==> src/verilog/mips_defs.svh <==
`ifndef MIPS_DEFS_SVH
`define MIPS_DEFS_SVH

//////////////////////////////////////////////////////////////////////
// Datapath sizing
//////////////////////////////////////////////////////////////////////

`define MIPS_WORD_W   32        // Data word width
`define MIPS_NREGS    32        // Architectural registers
`define MIPS_RA_W     5         // Bits in a register index

//////////////////////////////////////////////////////////////////////
// Reset state
//////////////////////////////////////////////////////////////////////

// Stack pointer is $29 in the MIPS ABI
`define MIPS_REG_SP   29

// Initial stack top
`define MIPS_SP_INIT  32'h200

`endif

==> src/verilog/mips_pkg.sv <==
`include "mips_defs.svh"

package mips_pkg;

    // Basic datapath types
    typedef logic [`MIPS_WORD_W-1:0] word_t;    // One data word
    typedef logic [`MIPS_RA_W-1:0]   reg_addr_t; // Register index

    //////////////////////////////////////////////////////////////////////
    // ALU operations, shared by decoder and ALU
    //////////////////////////////////////////////////////////////////////
    typedef enum logic [3:0] {
        ALU_ADD   = 4'd0,   // a + b, no overflow trap
        ALU_SUB   = 4'd1,   // a - b
        ALU_AND   = 4'd2,
        ALU_OR    = 4'd3,
        ALU_SLT   = 4'd4,   // Signed less-than
        ALU_MULTU = 4'd5,   // Product into HI:LO
        ALU_DIVU  = 4'd6,   // Remainder to HI, quotient to LO
        ALU_MFHI  = 4'd7,
        ALU_MFLO  = 4'd8
    } alu_op_t;

    // Primary opcode field, instr[31:26]
    typedef enum logic [5:0] {
        OP_RTYPE = 6'h00,
        OP_ADDI  = 6'h08
    } opcode_t;

    // R-type function field, instr[5:0]
    typedef enum logic [5:0] {
        F_MFHI  = 6'h10,
        F_MFLO  = 6'h12,
        F_MULTU = 6'h19,
        F_DIVU  = 6'h1B,
        F_ADD   = 6'h20,
        F_SUB   = 6'h22,
        F_AND   = 6'h24,
        F_OR    = 6'h25,
        F_SLT   = 6'h2A
    } funct_t;

endpackage

==> src/verilog/instr_decode.sv <==
`timescale 1ns/1ps

module instr_decode
    import mips_pkg::*;
(
    input  logic    valid,      // Instruction word is live
    input  opcode_t opcode,
    input  funct_t  funct,
    output alu_op_t alu_op,
    output logic    reg_write,  // Result goes to the register file
    output logic    dst_rt,     // Destination is rt, else rd
    output logic    use_imm,    // ALU b takes the immediate
    output logic    illegal
);

    logic bad;                  // Unknown opcode or funct

    //////////////////////////////////////////////////////////////////////
    // Opcode and function decode
    //////////////////////////////////////////////////////////////////////
    always_comb begin
        // Defaults describe a harmless no-write add
        alu_op    = ALU_ADD;
        reg_write = 1'b0;
        dst_rt    = 1'b0;
        use_imm   = 1'b0;
        bad       = 1'b0;

        case (opcode)
            OP_RTYPE: begin
                reg_write = 1'b1;      // Most R-type ops write rd
                case (funct)
                    F_ADD:   alu_op = ALU_ADD;
                    F_SUB:   alu_op = ALU_SUB;
                    F_AND:   alu_op = ALU_AND;
                    F_OR:    alu_op = ALU_OR;
                    F_SLT:   alu_op = ALU_SLT;
                    F_MFHI:  alu_op = ALU_MFHI;
                    F_MFLO:  alu_op = ALU_MFLO;
                    F_MULTU: begin
                        alu_op    = ALU_MULTU;
                        reg_write = 1'b0;    // Writes HI/LO only
                    end
                    F_DIVU: begin
                        alu_op    = ALU_DIVU;
                        reg_write = 1'b0;    // Writes HI/LO only
                    end
                    default: begin
                        bad       = 1'b1;    // Unsupported funct
                        reg_write = 1'b0;
                    end
                endcase
            end

            OP_ADDI: begin
                alu_op    = ALU_ADD;
                reg_write = 1'b1;
                dst_rt    = 1'b1;            // I-type writes rt
                use_imm   = 1'b1;
            end

            default: begin
                bad = 1'b1;                  // Unsupported opcode
            end
        endcase
    end

    // Flag only counts for a live instruction
    assign illegal = valid && bad;

endmodule

==> config.mk <==
export PLATFORM = sky130hd
export DESIGN_NAME = instr_decode
export DESIGN_NICKNAME = d
export VERILOG_FILES = /design/src/verilog/mips_pkg.sv /design/src/verilog/instr_decode.sv
export VERILOG_INCLUDE_DIRS = /design/src /design/src/verilog
export SDC_FILE = /design/constraint.sdc
export NUM_CORES = 1
export LEC_CHECK = 0
export ABC_AREA = 1
export BUFFER_PORTS_ARGS = -buffer_cell sky130_fd_sc_hd__buf_2
export CAP_MARGIN = 10
export CORE_AREA = 2 2 39 41
export DETAILED_ROUTE_END_ITERATION = 10
export DIE_AREA = 0 0 41 43
export PLACE_DENSITY = 0.45
export SYNTH_ARGS = -nofsm -noshare
export SYNTH_HDL_FRONTEND = slang
export SYNTH_SLANG_ARGS = --single-unit
==> constraint.sdc <==
create_clock -name vclk -period 0.9
set_input_delay 0.045 -clock vclk [all_inputs]
set_output_delay 0.045 -clock vclk [all_outputs]
set_load 0.01 [all_outputs]
* Word level (Yosys, flattened, before mapping)
Cells that the tools add are included.
** Storage, ports and cells
- Bits in latches :: 0
- Memory bits (writable) :: 0
- Memories :: 0
- Bits of input ports :: 13
- Logic and storage cells :: 21
- Bits in registers :: 0
- Memory bits (read-only) :: 0
- Output and inout bits :: 8
** Cells by class
- Div/mod/pow operators :: 0
- Equal/unequal tests :: 10
- Muxes and demuxes :: 7
- Multiply operators :: 0
- $lt $le $gt $ge :: 0
- Reduce and logical (&&, ||, !) cells :: 4
- $add $sub $neg :: 0
- Bitwise logic cells :: 0
- Shift-type cells :: 0
** Operators with widths (number)
- $pmux W4 S8 :: 1
- $eq A6 B6 Y1 const B :: 5
- $eq A6 B5 Y1 const B :: 4
- $reduce_or A9 Y1 :: 1
- $reduce_or A7 Y1 :: 1
- $eq A6 B4 Y1 const B :: 1
- $logic_not A6 Y1 :: 1
- $mux W4 :: 1
- $pmux W1 S2 :: 2
- $mux W1 :: 3
- $logic_and A1 B1 Y1 :: 1

* Depth between registers and ports, before layout
- Word-level depth :: 5
- Gate-level depth with buffers :: 8
- Depth with buffers taken out :: 8

* Worst setup path before layout
OpenSTA, ideal clock, no wires.
- Path kind :: input port to output port
- From :: input opcode[5]
- To :: output alu_op[0]
- Stages :: 4
- Slack :: 0.008 ns
- Buffers on the path :: 0
- Arrival :: 0.847 ns
- Cell sequence :: or2_4 -> nor3_4 -> nand2_2 -> a21oi_1
** Between the ends
- Word-level cells in the longest chain between the ends :: 2
** Ends and longest elaborated chain
- start: declaration :: RTL line instr_decode.sv:7 : input opcode_t opcode,
- $logic_not A6 Y1 :: RTL line instr_decode.sv:29 : case (opcode)
- $mux W4 :: RTL line instr_decode.sv:29
- end: declaration :: RTL line instr_decode.sv:9 : output alu_op_t alu_op,
Every way passes these cells.

* Worst setup path after layout
- From :: input opcode[0]
- To :: output alu_op[1]
Same word-level chain as after synthesis.

==> results.yml <==
status:
  status: "finished with violations"
  violations: "setup timing"
setup_path:
  startpoint_type: "primary input"
  crit_fanout: 4
  cpPeakStageDelay_ns: 0.26
  cp_common_cell: "nand2_2"
  worstPathCellList: "buf_6 -> nor2_4 -> nand2_2 -> nor3_4 -> nand2_2 -> a21oi_2 -> buf_2"
  crit_path_top_delay_cell: "nor3_4"
  cpLargestDelayFamily: "simple AND/OR/NAND/NOR gates"
  required_ns: 0.85
  crit_type: "primary input to output pin"
  critPathBufInv: 2
  crit_arrival_ns: 0.99
  cp-end-kind: "output pin"
finish:
  fin_nets: 93
  stdcell_area_sq_um: 510
  diodes: 0
  areaGrowthSynthToFinish_pct: 81.3
  ff_latch_area_sq_um: 0
  nClkBuffers: 0
  n_sequential_cell: 0
  instances_no_fill: 94
  drive_gt1_share_pct: 60.3
  num-fill-cells: 165
grt:
  grtUsageTotal_pct: 8.29
  first_global_vias: 309
  grt_pass1_wl_um: 1110
  globalRouteOverflowTotal: 0
  antenna_found_initial: 0
  grt_max_degree: 6
drt:
  drt-pass1-iter-count: 2
  wire_per_inst_um: 8.39
  drc: 0
  drt_iter0_markers: 1
  postRouteAntennaNets: 0
  vias: 420
  wl_um: 789
  routed_via_density: 4.47
sta:
  drv_slew: 0
  setup_viol_count_final: 8
  rsz0062_at_grt: "yes"
  fin_ws_ns: -0.134
  final_hold_viol_count: 0
  fin_hold_ws_ns: 0.397
  max_clock_freq_mhz: 967
  post-route-period-util_pct: 115
  worst_slew_pin_slew_ns: 0.257
  relSlewSlack_pct: 82.8
  period_needed_ns: 1.03
floorplanning:
  fp.dieW_um: 41
  row_count: 14
  initial_core_util_pct: 20.3
  design.die.area_sq_um: 1760
  core_area_sq_um: 1380
  pin_count: 21
  die-height_um: 43
place:
  place.gp.congestion: 0.773
  dp_hpwl_um: 659
  post_dp_cell_area_sq_um: 422
  portBuffers: 21
  place_inst: 94
clocking:
  cts_hold_buf: 0
  postCtsSetupRepairBufs: 0
pwr:
  power_uw: 142
  vdd_drop_max_mv: 0.101
  p_per_area_nw_per_um2: 278
  p_leak_nw: 0.290
synth:
  synthTopCellsByArea: "nand3_1 (18%), inv_1 (13%), nand2_1 (13%)"
  synth_cells: 55
  synth.largest_area_cell: "nand3_1"
  yosys_warnings: 0
  synth_nets: 68
  netlist_area_sq_um: 282
  ys_types: 16
  netlist.area_leader.share_pct: 17.8
  synth-seq-area-share_pct: 0
  syn_area_per_cell_sq_um: 5.12
hold_path:
  hp-class: "primary input to output pin"
flow_run:
  maxCapViolations: 0
[worst paths after layout]
path | from | cells after the start | endpoint
setup / recovery | opcode[0] | 7 | alu_op[1]
hold / removal | opcode[3] | 3 | alu_op[3]
[per-stage QoR]
step / TNS, ns / utilization, % / setup WS, ns
final: -0.588 / 36.9 / -0.134
after global routing: -1.14 / 36.9 / -0.216
after CTS: -0.726 / 32.7 / -0.160
after detailed placement: -0.925 / 30.5 / -0.168
after global placement: -0.954 / 30.5 / -0.174
after floorplan: 0 / - / 0.00764
[layer usage]
metal  global-route usage [%]  wire [um]  vias up
met4                        0          0        0
met5                        0          0        -
met2                     15.6        382       15
met1                     10.4        335      182
met3                        0         71        0
li1                         -          -      223
[where the power goes]
group          leakage, nW  internal (mW)  switching, mW
Combinational        0.290         0.0654         0.0765
Clock                    0              0              0
Sequential               0              0              0
Total                0.290         0.0654         0.0765
[synth_stat cells]
| library cell | number |
|---|---|
| nor2_1 | 10 |
| o21ai_2 | 1 |
| nor3_4 | 1 |
| nand3_1 | 10 |
| nor2_4 | 2 |
| nand2_1 | 10 |
| or2_4 | 1 |
| nand3_2 | 1 |
| nand2_2 | 1 |
| o21ai_0 | 2 |
| and3_1 | 1 |
| buf_4 | 1 |
| inv_1 | 10 |
| a21oi_1 | 2 |
| nand4_1 | 1 |
| nor4_1 | 1 |
[layout by cell type (no fill, tap or decap), drive strengths merged]
master and n:
a21oi 2, and3 1, buf 24, inv 10, nand2 11, nand3 11
nand4 1, nor2 12, nor3 1, nor4 1, o21ai 3, or2 1
[cell type report]
class / instances / area, sq um / area share (%)
inverters: 10 / 37.5 / 7.35
multi-input cells: 44 / 294 / 57.6
well taps: 16 / 20.0 / 3.92
repair buffers: 24 / 159 / 31.1
[what timing repair did]
item / CTS / global route
pin swaps: 8 / 10
setup endpoints to repair: 8 / 8
resized for setup: 10 / 14
[logic make-up (layout without fill, tap and decap cells)]
logic type / after synthesis / count (layout) / synth area share (%)
AO/OA/AOI/OAI: 5 / 5 / 10.2
buffers and inverters: 11 / 34 / 16.0
AND/OR/NAND/NOR: 39 / 39 / 73.8
(Power assumes the default switching activity.)
