## config.mk

```make
export PLATFORM = sky130hd
export DESIGN_NAME = regfile
export DESIGN_NICKNAME = d
export VERILOG_FILES = /design/src/verilog/mips_pkg.sv /design/src/verilog/regfile.sv
export VERILOG_INCLUDE_DIRS = /design/src /design/src/verilog
export SDC_FILE = /design/constraint.sdc
export NUM_CORES = 2
export LEC_CHECK = 0
export BUFFER_PORTS_ARGS = -buffer_cell sky130_fd_sc_hd__buf_2
export CAP_MARGIN = 5
export CORE_ASPECT_RATIO = 0.5
export CORE_UTILIZATION = 43
export DETAILED_ROUTE_END_ITERATION = 6
export GPL_ROUTABILITY_DRIVEN = 1
export GPL_TIMING_DRIVEN = 0
export SLEW_MARGIN = 10
export SYNTH_ARGS = -nofsm -noshare
export SYNTH_HDL_FRONTEND = slang
export SYNTH_SLANG_ARGS = --single-unit
```

## constraint.sdc

```tcl
create_clock -name clock -period 81.7 [get_ports clock]
set_clock_uncertainty 0.1 [all_clocks]
set_input_delay 8.17 -clock clock [delete_from_list [all_inputs] [get_ports clock]]
set_output_delay 8.17 -clock clock [all_outputs]
set_load 0.01 [all_outputs]
```

## src/verilog/mips_defs.svh

```systemverilog
`ifndef MIPS_DEFS_SVH
`define MIPS_DEFS_SVH

//////////////////////////////////////////////////////////////////////
// Datapath sizing
//////////////////////////////////////////////////////////////////////

`define MIPS_WORD_W   32        // Data word width
`define MIPS_NREGS    32        // Architectural registers
`define MIPS_RA_W     5         // Bits in a register index

//////////////////////////////////////////////////////////////////////
// Reset state
//////////////////////////////////////////////////////////////////////

// Stack pointer is $29 in the MIPS ABI
`define MIPS_REG_SP   29

// Initial stack top
`define MIPS_SP_INIT  32'h200

`endif

```

## src/verilog/mips_pkg.sv

```systemverilog
`include "mips_defs.svh"

package mips_pkg;

    // Basic datapath types
    typedef logic [`MIPS_WORD_W-1:0] word_t;    // One data word
    typedef logic [`MIPS_RA_W-1:0]   reg_addr_t; // Register index

    //////////////////////////////////////////////////////////////////////
    // ALU operations, shared by decoder and ALU
    //////////////////////////////////////////////////////////////////////
    typedef enum logic [3:0] {
        ALU_ADD   = 4'd0,   // a + b, no overflow trap
        ALU_SUB   = 4'd1,   // a - b
        ALU_AND   = 4'd2,
        ALU_OR    = 4'd3,
        ALU_SLT   = 4'd4,   // Signed less-than
        ALU_MULTU = 4'd5,   // Product into HI:LO
        ALU_DIVU  = 4'd6,   // Remainder to HI, quotient to LO
        ALU_MFHI  = 4'd7,
        ALU_MFLO  = 4'd8
    } alu_op_t;

    // Primary opcode field, instr[31:26]
    typedef enum logic [5:0] {
        OP_RTYPE = 6'h00,
        OP_ADDI  = 6'h08
    } opcode_t;

    // R-type function field, instr[5:0]
    typedef enum logic [5:0] {
        F_MFHI  = 6'h10,
        F_MFLO  = 6'h12,
        F_MULTU = 6'h19,
        F_DIVU  = 6'h1B,
        F_ADD   = 6'h20,
        F_SUB   = 6'h22,
        F_AND   = 6'h24,
        F_OR    = 6'h25,
        F_SLT   = 6'h2A
    } funct_t;

endpackage

```

## src/verilog/regfile.sv

```systemverilog
`timescale 1ns/1ps
`include "mips_defs.svh"

module regfile
    import mips_pkg::*;
(
    input  logic      clock,
    input  logic      reset,
    input  logic      we,     // Write enable, sampled at rising edge
    input  reg_addr_t wa,
    input  word_t     wd,
    input  reg_addr_t ra0,    // rs port
    input  reg_addr_t ra1,    // rt port
    input  reg_addr_t ra2,    // Debug port
    output word_t     rd0,
    output word_t     rd1,
    output word_t     rd2
);

    word_t rf [`MIPS_NREGS];  // Register array, entry 0 never read

    //////////////////////////////////////////////////////////////////////
    // Write port
    //////////////////////////////////////////////////////////////////////
    always_ff @(posedge clock or posedge reset) begin
        if (reset) begin
            for (int i = 0; i < `MIPS_NREGS; i++) begin
                rf[i] <= '0;
            end
            rf[`MIPS_REG_SP] <= `MIPS_SP_INIT;   // Stack starts here
        end else if (we && (wa != '0)) begin    // r0 writes dropped
            rf[wa] <= wd;
        end
    end

    //////////////////////////////////////////////////////////////////////
    // Read ports
    //////////////////////////////////////////////////////////////////////
    // Combinational, so same-cycle write is not forwarded
    assign rd0 = (ra0 == '0) ? '0 : rf[ra0];
    assign rd1 = (ra1 == '0) ? '0 : rf[ra1];
    assign rd2 = (ra2 == '0) ? '0 : rf[ra2];  // r0 hardwired to zero

endmodule

```

# After elaboration in Yosys (flattened, before gate mapping)
# Cells that the tools add are included.
# totals
reg_bits	1024
out_inout_bits	96
# classes
order_cmp	5
muxes	15
n_bitwise	4
n_reduce_logical	6
# op_table
cell	count
bitwise mux 1024 bit	1
binary-select mux 32 bit (select 5 bit)	3
2-to-1 mux 32 bit	10
demux 32 bit (select 5 bit)	1
greater-or-equal comparator 6 bit (second input constant)	4
inverter 5 -> 6 bit	4
logical NOT 5 bit	3
less-than comparator 6 x 1 -> 1 bit (second input constant)	1
nonzero test 5 bit	1
logical AND 1 bit	2

# Longest topological paths before layout
# logic_depth
ltp_word	6
depth_mapped	9

# Least setup slack after synthesis
# OpenSTA, ideal clock, no wires.
# synth_path
path_type	input-to-output
from	in ra0[0]
to	out rd0[13]
arrival_time_ns	9.703
required_time_ns	73.430
slack_ns	63.727
path_stages	6
n_path_buf	3
path_cell_list	buf_6 > buf_8 > buf_6 > mux4_1 > a2111oi_0 > nor3_1
# synth_between
elab_chain_cells	5
# synth_rtl
item	line_no	rtl
start, declared	regfile.sv:12	input reg_addr_t ra0,
inverter 5 -> 6 bit (not written as such)	regfile.sv:40	assign rd0 = (ra0 == '0) ? '0 : rf[ra0];
binary-select mux 32 bit (select 5 bit)	regfile.sv:40	
2-to-1 mux 32 bit (not written as such) (2 in a row)	regfile.sv:40	
2-to-1 mux 32 bit *	regfile.sv:40	
end, declared	regfile.sv:15	output word_t rd0,
# Every way passes the cells marked *; elsewhere a longest branch is shown, timed or not. The select of a mux whose other input is x is not followed.

# Worst setup path in the final report
# layout_path
from	in ra1[0]
to	out rd1[18]
# layout_between
elab_chain_cells	5
# layout_rtl
item	line_no	rtl
start, declared	regfile.sv:13	input reg_addr_t ra1,
inverter 5 -> 6 bit (not written as such)	regfile.sv:41	assign rd1 = (ra1 == '0) ? '0 : rf[ra1];
binary-select mux 32 bit (select 5 bit)	regfile.sv:41	
2-to-1 mux 32 bit (not written as such) (2 in a row)	regfile.sv:41	
2-to-1 mux 32 bit *	regfile.sv:41	
end, declared	regfile.sv:16	output word_t rd1,
# Marked as above.

==> out/summary.txt <==
Hold Startpoint: rf[1018]$_DFFE_PP0P_
GRT overflow: 0
DP Worst Slack: 60.94 ns
RSZ-0062 raised after global routing: false
PnR worst setup slack: 60.28 ns
Die Span X: 546 um
Cell Pwr Density: 24.3 mW/mm^2
Max Cap Violations: 6
Regs by FF count: rf (1024)
CTS buffer count: 103
post-synthesis sequential area ratio: 40.3%
final-report max-slew violation count: 66
worst setup path class: in2out
detailed placement HPWL: 231,000 um
Min-Delay Path Class: reg2reg
pin count of the biggest net entering global routing: 115
DRC viols: 9
# Post-CTS Setup Buffers: 0
ANT nets after route: 0
P&R area growth vs syn: 11.9%
Die Area: 0.149 sq mm
met2 Use GR: 56.2%
proportion of netlist area held by the largest area contributor: 40.3%
final worst path period need: 21.42 ns
# fillers: 12,600
Worst VDD drop: 17.4 uV
most frequent cells in the layout: mux2_2 (1,153), dfrtp_1 (1,023), mux4_2 (531)
CP Max Fanout: 10
Flop pwr share: 41.0%
CP endpoint kind: output port
post-synth top area cell: dfrtp_1
GR Util met3: 30.3%
initial antenna violation count: 46
GR Util met1: 53.1%
logic gate share of total power: 27.2%
port bufs: 144
clk sink count: 1,024
cells on worst reg2reg path: 1
critical path arrival: 13.15 ns
final WL: 336,000 um
violated checks: DRC, capacitance limit, slew limit
Worst Tran Pin Value: 1.61 ns
Via Count: 52,300
post-cts sizing count: 0
hold_buf cts: 0
GR peak layer: met2
unique cell type count in the Yosys netlist: 55
status: finished, violations left
Pleak: 0.0302 uW
Req. time, crit path: 73.43 ns
Final Cycle Share: 26.2%
worst-case clock buffer depth: 3
via-per-instance ratio: 7.71
global placer's final weighted congestion: 1.06
vias in the first global route: 49,500
Slew Limit Headroom: -7.53%
r2r endpoint: rf[11]$_DFFE_PP0P_
top post-synthesis cells by area: dfrtp_1 (40%), mux2_2 (20%), mux4_2 (19%)
hold depth: 1
Critical R2R Launch: rf[11]$_DFFE_PP0P_
first-pass GRT wire length: 443,000 um
Ys Warns: 0
H-tree levels: 3
Global Route Usage Sum: 44.3%
reg2reg setup slack: 80.73 ns
WHS Endpoint: rf[1018]$_DFFE_PP0P_
# rows: 99
First-pass DRT Iterations: 7
setup TNS after final layout: 0 ns
DR iter-0 viols: 9,676
Psw: 575 uW
clock transition at the registers of the reported paths: 0.06 ns
commonest non-fill, non-tap cell in the layout: mux2_2
initial cell density of the core: 43.4%
die height: 274 um
fin nets: 4,762
Routed WL per cell: 49.5 um
Hold Vio Cnt, Final: 0
Synth Cell Area: 0.0636 sq mm
ys flop type: dfrtp_1
root buffer cell: clkbuf_16
top-level I/O count: 151
sw frac: 33.3%
share of post-route cells with drive strength above 1: 48.7%
async set or reset register ratio after synthesis: 100%
final setup fails: 0
Reg with most FFs: rf
Worst-Skew Late Latency: 0.73 ns
max reg flops: 1,024
Post-synth EDFFs: 0
fmax: 46.7 MHz
Critical Path Source Type: input port
core area: 0.146 sq mm
CTS tree: done
Pint: 1150 uW
clock network power share: 31.8%
Post-Syn Nets: 4,489
Avg Cell Area, Syn: 14.3 sq um
post-synthesis cell count: 4,434
#FFs+latches synth: 1,024
worst max-delay path: stages:
cell and delay, ns:
buf_2 0.15, buf_2 0.33, buf_2 0.64, buf_1 0.75
clkbuf_1 1.13, a211oi_1 0.36, nor4_1 1.26, buf_2 0.32
metrics by stage:
step | util (%) | power, uW | hold slack (ns) | cells | area [sq um]
after floorplan | - | 983 | 0.355 | 4434 | 63600
after global placement | 45.6 | 1130 | 0.379 | 6547 | 66700
after detailed placement | 46.0 | 1150 | 0.392 | 6568 | 67200
after CTS | 48.5 | 1690 | 0.407 | 6760 | 71000
after global routing | 48.6 | 1760 | 0.426 | 6769 | 71100
final | 48.6 | 1730 | 0.408 | 6788 | 71100
worst max path at each step:
| stage | from | to | slack (ns) | cells after the start |
|---|---|---|---|---|
| 4_1_cts | ra1[0] | rd1[18] | 60.93 | 8 |
| 6_report | ra1[0] | rd1[18] | 60.28 | 8 |
| 5_1_grt | ra1[0] | rd1[18] | 60.94 | 8 |
| 3_3_place_gp | reset | rf[526]$_DFFE_PP0P_ | 33.36 | 2 |
| 3_5_place_dp | ra1[0] | rd1[18] | 60.94 | 8 |
| 2_1_floorplan | reset | rf[0]$_DFFE_PP0P_ | 44.62 | 1 |
per-layer routing:
layer  up-vias  share of wire [%]
met1     27100                 35
met4        42                7.9
met5         -               0.27
met3      1453                 19
met2      5469                 37
li1      18200                  -
power groups by stage:
stage / logic [uW] / clock network [uW] / registers [uW]
final: 470 / 550 / 710
after global routing: 476 / 566 / 720
after CTS: 446 / 546 / 701
after floorplan: 310 / 0 / 672
after detailed placement: 444 / 0 / 710
after global placement: 432 / 0 / 703
synth_stat cells, types with 4 or more instances:
library cell  count
nor2_1           27
buf_4            51
mux4_2          531
a211oi_1        162
dfrtp_1        1023
nand3b_1          5
nor3_1           23
a221oi_1         11
o221ai_1         28
a2111oi_0        21
buf_12            7
a22o_2            9
a221o_1          64
nor4_1           64
buf_2           124
a22o_1           96
a22oi_1           6
nor2b_1         137
o22ai_1          98
mux4_1           35
nor3b_1           4
nand2_1          29
mux2i_1         321
clkbuf_8         11
mux2_2         1153
a31oi_1           8
clkbuf_1        250
buf_1            50
buf_6            32
nand2b_1          7
a21oi_1          14
cells by family after synthesis:
logic type	share of synthesized area [%]
mux	45.7
compound gates	6.57
flops	40.3
buf+inv	4.55
simple gates	2.81
layout make-up:
class / count / area [sq um] / area share (%)
Buffer: 534 / 2920 / 4.11
Sequential cell: 1024 / 25600 / 36.0
Tap cell: 1969 / 2460 / 3.46
Clock inverter: 66 / 903 / 1.27
Timing Repair Buffer: 168 / 1090 / 1.54
Inverter: 2 / 15.0 / 0.0211
Clock buffer: 126 / 2880 / 4.05
Antenna cell: 25 / 62.6 / 0.0880
Multi-Input combinational cell: 2874 / 35200 / 49.4
Note: power is estimated with default switching activity, not from simulation.
