===== config.mk =====
export PLATFORM = sky130hd
export DESIGN_NAME = mips_alu
export DESIGN_NICKNAME = d
export VERILOG_FILES = /design/src/verilog/mips_pkg.sv /design/src/verilog/mips_alu.sv
export VERILOG_INCLUDE_DIRS = /design/src /design/src/verilog
export SDC_FILE = /design/constraint.sdc
export NUM_CORES = 2
export LEC_CHECK = 0
export BUFFER_PORTS_ARGS = -buffer_cell sky130_fd_sc_hd__buf_2
export CORE_MARGIN = 2
export CORE_UTILIZATION = 45
export CTS_BUF_LIST = sky130_fd_sc_hd__clkbuf_4
export DETAILED_ROUTE_END_ITERATION = 6
export GPL_TIMING_DRIVEN = 0
export PLACE_DENSITY = 0.69
export SYNTH_ARGS = -nofsm -noshare
export SYNTH_HDL_FRONTEND = slang
export SYNTH_SLANG_ARGS = --single-unit

===== constraint.sdc =====
create_clock -name clock -period 10 [get_ports clock]
set_input_delay 0 -clock clock [delete_from_list [all_inputs] [get_ports clock]]
set_output_delay 0 -clock clock [all_outputs]
set_load 0.03 [all_outputs]

===== src/verilog/mips_defs.svh =====
`ifndef MIPS_DEFS_SVH
`define MIPS_DEFS_SVH

//////////////////////////////////////////////////////////////////////
// Datapath sizing
//////////////////////////////////////////////////////////////////////

`define MIPS_WORD_W   32        // Data word width
`define MIPS_NREGS    32        // Architectural registers
`define MIPS_RA_W     5         // Bits in a register index

//////////////////////////////////////////////////////////////////////
// Reset state
//////////////////////////////////////////////////////////////////////

// Stack pointer is $29 in the MIPS ABI
`define MIPS_REG_SP   29

// Initial stack top
`define MIPS_SP_INIT  32'h200

`endif


===== src/verilog/mips_pkg.sv =====
`include "mips_defs.svh"

package mips_pkg;

    // Basic datapath types
    typedef logic [`MIPS_WORD_W-1:0] word_t;    // One data word
    typedef logic [`MIPS_RA_W-1:0]   reg_addr_t; // Register index

    //////////////////////////////////////////////////////////////////////
    // ALU operations, shared by decoder and ALU
    //////////////////////////////////////////////////////////////////////
    typedef enum logic [3:0] {
        ALU_ADD   = 4'd0,   // a + b, no overflow trap
        ALU_SUB   = 4'd1,   // a - b
        ALU_AND   = 4'd2,
        ALU_OR    = 4'd3,
        ALU_SLT   = 4'd4,   // Signed less-than
        ALU_MULTU = 4'd5,   // Product into HI:LO
        ALU_DIVU  = 4'd6,   // Remainder to HI, quotient to LO
        ALU_MFHI  = 4'd7,
        ALU_MFLO  = 4'd8
    } alu_op_t;

    // Primary opcode field, instr[31:26]
    typedef enum logic [5:0] {
        OP_RTYPE = 6'h00,
        OP_ADDI  = 6'h08
    } opcode_t;

    // R-type function field, instr[5:0]
    typedef enum logic [5:0] {
        F_MFHI  = 6'h10,
        F_MFLO  = 6'h12,
        F_MULTU = 6'h19,
        F_DIVU  = 6'h1B,
        F_ADD   = 6'h20,
        F_SUB   = 6'h22,
        F_AND   = 6'h24,
        F_OR    = 6'h25,
        F_SLT   = 6'h2A
    } funct_t;

endpackage


===== src/verilog/mips_alu.sv =====
`timescale 1ns/1ps
`include "mips_defs.svh"

module mips_alu
    import mips_pkg::*;
(
    input  logic    clock,
    input  logic    reset,
    input  logic    valid,    // Qualifies HI/LO update
    input  alu_op_t op,
    input  word_t   a,        // rs value
    input  word_t   b,        // rt value or immediate
    output word_t   y,
    output logic    zero
);

    logic                       hilo_en;   // Load strobe for HI and LO
    word_t                      hi_d;      // Next HI
    word_t                      lo_d;      // Next LO
    word_t                      hi_q;      // Stored HI
    word_t                      lo_q;      // Stored LO
    logic [2*`MIPS_WORD_W-1:0]  product;   // Full unsigned product
    word_t                      quot;
    word_t                      rem;

    //////////////////////////////////////////////////////////////////////
    // Multiply and divide
    //////////////////////////////////////////////////////////////////////
    // Zero-extend so the product keeps all 64 bits
    assign product = {{`MIPS_WORD_W{1'b0}}, a} * {{`MIPS_WORD_W{1'b0}}, b};

    // Divide by zero yields zero for both halves
    assign quot = (b == '0) ? '0 : a / b;
    assign rem  = (b == '0) ? '0 : a % b;

    // Only MULTU and DIVU touch HI/LO
    assign hilo_en = valid && ((op == ALU_MULTU) || (op == ALU_DIVU));

    always_comb begin
        if (op == ALU_DIVU) begin
            hi_d = rem;
            lo_d = quot;
        end else begin
            {hi_d, lo_d} = product;    // MULTU, otherwise ignored
        end
    end

    // HI and LO special registers
    always_ff @(posedge clock or posedge reset) begin
        if (reset) begin
            hi_q <= '0;
            lo_q <= '0;
        end else if (hilo_en) begin
            hi_q <= hi_d;
            lo_q <= lo_d;
        end
    end

    //////////////////////////////////////////////////////////////////////
    // Result select
    //////////////////////////////////////////////////////////////////////
    always_comb begin
        y = '0;                        // MULTU/DIVU leave y at zero
        case (op)
            ALU_ADD:  y = a + b;        // Wraps, no trap
            ALU_SUB:  y = a - b;
            ALU_AND:  y = a & b;
            ALU_OR:   y = a | b;
            ALU_SLT:  y = ($signed(a) < $signed(b)) ? word_t'(1) : '0;
            ALU_MFHI: y = hi_q;
            ALU_MFLO: y = lo_q;
            default:  y = '0;
        endcase
    end

    assign zero = (y == '0);           // Zero flag

endmodule


* Word-level counts from Yosys, hierarchy flattened
Cells that the tools add are included.
** Cells by class
- $lt $le $gt $ge :: 1
- Multiplexer cells :: 6
- $mul :: 1
- Add/subtract/negate cells :: 2
- Shift operators :: 0
- Equal/unequal tests :: 8
- Reductions and logical operators :: 5
- Bitwise logic cells :: 2
- Divide/modulo/power cells :: 2
** Operators with widths (number)
- 32-bit one-hot mux with 7 select lines :: 1
- 32-bit 2-to-1 mux :: 4
- 32-bit zero test :: 2
- 32-bit by 32-bit multiplier with 64-bit output :: 1
- 32-bit adder :: 1
- 32-bit AND :: 1
- 32-bit by 32-bit divider with 32-bit output :: 1
- 32-bit less-than comparator :: 1
- 32-bit by 32-bit remainder unit with 32-bit output :: 1
- 32-bit OR :: 1
- 32-bit subtractor :: 1
- 4-bit by 3-bit == test with 1-bit output (second input constant) :: 4
- 4-bit by 2-bit == test with 1-bit output (second input constant) :: 2
- 4-bit by 1-bit == test with 1-bit output (second input constant) :: 1
- 4-bit == test (second input constant) :: 1
- 4-bit zero test :: 1
- 1-bit logical AND :: 1
- 1-bit logical OR :: 1
- 1-bit 2-to-1 mux :: 1
** Storage, ports and cells
- Memory bits (read-only) :: 0
- Memory bits (writable) :: 0
- Memories kept :: 0
- Latch bits :: 0
- Bits in registers :: 64

* Depth between registers and ports, before layout
- Word-level depth :: 4
- Mapped depth :: 335

* Least setup slack after synthesis
No wires, ideal clock.
- Path type :: input-to-reg
- Start point :: in b[0]
- End point :: reg hi_q[25]
- Slack :: -59.058 ns
- Stages :: 307
- Buffers on the path :: 51
- Data arrival time :: 68.993 ns
- Path through :: clkbuf_1 -> inv_1 -> buf_1 -> ha_1 -> nor2b_1 -> a41oi_1 -> a21oi_1 -> ha_1 -> nor4b_1 -> o21ai_0 -> a21boi_0 -> ha_1 -> o211ai_1 -> or2_2 -> nor2_1 -> a21oi_1 -> ha_1 -> o211a_1 -> (+271 left out) -> clkbuf_1 -> clkbuf_1 -> mux2_2 -> ha_1 -> o21a_1 -> o31ai_1 -> a22oi_1 -> a211oi_1 -> o31a_1 -> nor3_1 -> o41ai_1 -> o211ai_1 -> inv_1 -> nor2_1 -> clkbuf_1 -> o311ai_0 -> o211ai_1 -> o22a_1
** On the way
- Word-level cells in the longest chain between the ends :: 3
- Elaborated cells between the ends (all ways) :: 5
** Ends and longest elaborated chain
- from (decl) :: RTL line mips_alu.sv:12 : input word_t b,
- 32-bit by 32-bit remainder unit with 32-bit output or 32-bit zero test (tied branches) :: RTL line mips_alu.sv:34 : assign rem = (b == '0) ? '0 : a % b;
- 32-bit 2-to-1 mux :: RTL line mips_alu.sv:34
- 32-bit 2-to-1 mux * :: RTL line mips_alu.sv:40 : if (op == ALU_DIVU) begin
- to (signal assigned) :: RTL line mips_alu.sv:54 : hi_q <= hi_d;
- to (decl) :: RTL line mips_alu.sv:20 : word_t hi_q;
Every way passes the cells marked *; elsewhere a longest branch is shown, timed or not.
A chain may end at the register's enable or synchronous reset.

* Worst setup path in the final report
- Start point :: in a[20]
- End point :: reg hi_q[18]
** On the way
- Word-level cells in the longest chain between the ends :: 3
- Elaborated cells between the ends (all ways) :: 4
** Ends and longest elaborated chain
- from (decl) :: RTL line mips_alu.sv:11 : input word_t a,
- 32-bit by 32-bit remainder unit with 32-bit output :: RTL line mips_alu.sv:34
- 32-bit 2-to-1 mux :: RTL line mips_alu.sv:34
- 32-bit 2-to-1 mux * :: RTL line mips_alu.sv:40
Marks and branches as above.

==> out/qor.yml <==
yosys_warnings: 0
post-dp-hpwl_mm: 310
wl_per_cell_um: 32.6
synthAdderAreaFrac_pct: 41.8
synth_xor_area_share_pct: 5.52
dieHeight_um: 397
synth_nets: 11103
top_level_ports: 104
slowest_delay_ns: 0.60
dp_worst_setup_slack_ns: -72.68
grt_util_met2_pct: 73.7
netlist_area_sq_um: 69600
synth_seq_cells: 64
syn_inst: 9243
hold_violations: 0
grt_use_met1_pct: 56.9
clk_path_buf_depth: 2
failed_checks: "design-rule violations, max-capacitance violations, max-slew violations, negative setup slack"
fmax_mhz: 15.7
antenna_found_initial: 40
num_vias: 81407
cp_common_cell: "ha_4"
vias_per_cell: 6.60
drtPass1Iterations: 7
critPathKind: "input pin to flip-flop"
grt_pass1_wl_mm: 555
synth_top_family_by_area: "adder cells"
critPathLaunchType: "input pin"
cts_buffers: 9
grt_setup_unrepaired: "true"
cp.depth: 302
grt_use_total_pct: 48.8
drive_gt1_share_pct: 23.9
placementRows: 144
path_buf_inv: 54
fp.dieW_um: 397
worstMarginPinSlew_ns: 1.69
synth_cell_types: 92
ant_nets: 0
clock_sinks: 64
grt_pass1_vias: 78863
wirelength_mm: 402
fin_crit_ns: 63.88
grt_max_degree: 65
outcome: "complete, but fails checks"
cts_max_level: 3
synth_mux_area_share_pct: 1.29
clk_pin_slew_worst_paths_ns: 0.15
setup-violations-final: 58
critical_path.startpoint: "a[20]"
fin_skew_ns: 0
use_met3_pct: 13.0
synth-edff-count: 0
cts_tree: "yes"
area_delta_synth_final_pct: 31.2
overflow: 0
synth_ff_type: "dfrtp_1"
start_util_pct: 45.2
fp.dieArea_sq_um: 158000
synth-simple-area-share_pct: 19.6
multiInputGateArea_sq_um: 70900
portBuffers: 102
maxSlewViolCount: 66
ff_latch_area_sq_um: 1600
rr_worst_depth: 3
synth_compound_area_share_pct: 21.0
period_share_pct: 639
cp_top_family: "compound AO/OA/AOI/OAI gates"
max_slew_margin_pct: -12.7
clock_latency_ns: 0.49
gr-max-usage-layer: "met2"
setup_ws_ns: -53.88
nets: 12114
routabilityCongestion: 1.09
design_area_sq_um: 91400
critPathCaptureType: "flip-flop"
cp_data_arrival_time_ns: 64.29
r2r-start: "hi_q[17]"
drcViolationCount: 3
hp-class: "input pin to asynchronous set/reset pin"
cp.required_ns: 10.41
drv_cap: 8
syn_area_per_cell_sq_um: 7.53
dpl-instance-area_sq_um: 75600
core_sq_um: 154000
fillers: 13798
synth.yosys.seq_area_share_pct: 2.30
cts_root_buf: "clkbuf_4"
crit_fanout: 12
slowest_stage: "clkbuf_2"
initialDrtViolationCount: 9921
async_flop_share_pct: 100
sequential cells by signal, indices dropped and copies added (netlist names):
register	count
hi_q	32
lo_q	32
worst register-to-register path, stage by stage, from the launching register on:
cell	delay, ns
dfrtp_1	0.57
o21ai_0	0.15
o31a_1	0.28
o21ai_1	0.09
routing by layer:
| metal | routed length (um) | up-vias |
|---|---|---|
| li1 | - | 33514 |
| met1 | 138000 | 39818 |
| met2 | 170000 | 6046 |
| met3 | 48900 | 2001 |
| met4 | 45100 | 28 |
| met5 | 175 | - |
synthesized netlist by cell type, types with 17 or more instances:
master     count  area, sq um
nand2_1     1335         5010
inv_1       1156         4340
nor2_1       928         3480
fa_1         899        18000
ha_1         890        11100
a21oi_1      562         2810
o21ai_0      358         1790
clkbuf_1     310         1160
xnor2_1      260         2280
a21o_1       237         1780
xor2_1       179         1570
nor3_1       176          881
o21a_1       160         1200
nand3_1      134          671
o211ai_1     100          751
buf_1         82          308
a211oi_1      77          578
a31oi_1       77          482
or3_1         72          450
nand4_1       65          407
dfrtp_1       64         1600
or2_2         62          388
nand2b_1      58          363
a221oi_1      55          482
nor2b_1       55          344
mux2_2        54          608
and3_1        51          319
o21bai_1      50          375
o31ai_1       50          375
nor4_1        48          300
a21boi_0      44          330
a22oi_1       38          285
and2_1        36          225
a211o_1       33          289
mux2i_1       29          290
a221o_1       28          280
or4_1         26          195
a2111oi_0     25          219
a31o_2        21          184
o2111ai_1     19          166
o221ai_1      19          166
o22ai_1       19          119
o31a_1        19          166
clkinv_1      18         67.6
and4_1        17          149
cell type report:
cell class / instances / share of cell area (%)
Tap cell: 2044 / 2.80
Clock inverter: 6 / 0.0411
Antenna cell: 29 / 0.0794
Inverter: 1175 / 4.90
Clock buffer: 9 / 0.0740
Sequential cell: 64 / 1.75
Multi-Input combinational cell: 7608 / 77.6
Timing Repair Buffer: 1021 / 9.44
Buffer: 375 / 3.34
cell usage in the layout, fill, tap and decap left out, types with 229 or more instances in the layout:
cell,synthesis,final
nand2_1,1335,1266
inv_1,1156,1119
fa_1,899,898
nor2_1,928,817
buf_4,0,797
ha_1,890,698
a21oi_1,562,417
xnor2_1,260,256
a21o_1,237,229
o21ai_0,358,229
final timing paths:
check	end	slack (ns)
worst max-delay path	hi_q[18]	-53.88
worst min-delay path	hi_q[12]	0.22
worst max register to register	hi_q[17]	8.85
worst min register to register	lo_q[10]	0.51
max in group asynchronous	hi_q[0]	9.15
min in group clock	lo_q[0]	0.24
through the flow:
step           instances  TNS [ns]  util [%]  hold slack, ns
2_1_floorplan       9243  -2083.88         -           0.343
3_3_place_gp       11389  -3286.65      48.7           0.464
3_5_place_dp       11415  -3183.64      49.1           0.264
4_1_cts            12053  -2252.41      56.4           0.272
5_1_grt            12308  -2403.02      59.3           0.266
6_report           12331  -2348.03      59.4           0.222
cell families (layout without fill, tap and decap cells):
kind of cell             count (synthesis)  after routing
AO/OA/AOI/OAI                         2182           2183
XOR/XNOR                               439            439
adder cells (fa/ha/maj)               1789           1789
buffers and inverters                 1574           2586
flip-flops                              64             64
multiplexers                            83             83
other                                    0             29
AND/OR/NAND/NOR                       3112           3114
what timing repair did:
item / CTS / global route
setup endpoints to repair: 58 / 59
gates cloned: 10 / 2
hold buffers: 1 / 0
hold endpoints to repair: 64 / 0
resized for setup: 1154 / 520
pin swaps: 472 / 451
setup buffers: 633 / 252
Power is left out: the tool's default activity adds up to more than one toggle a clock period on the data nets, which glitch-free logic cannot reach.
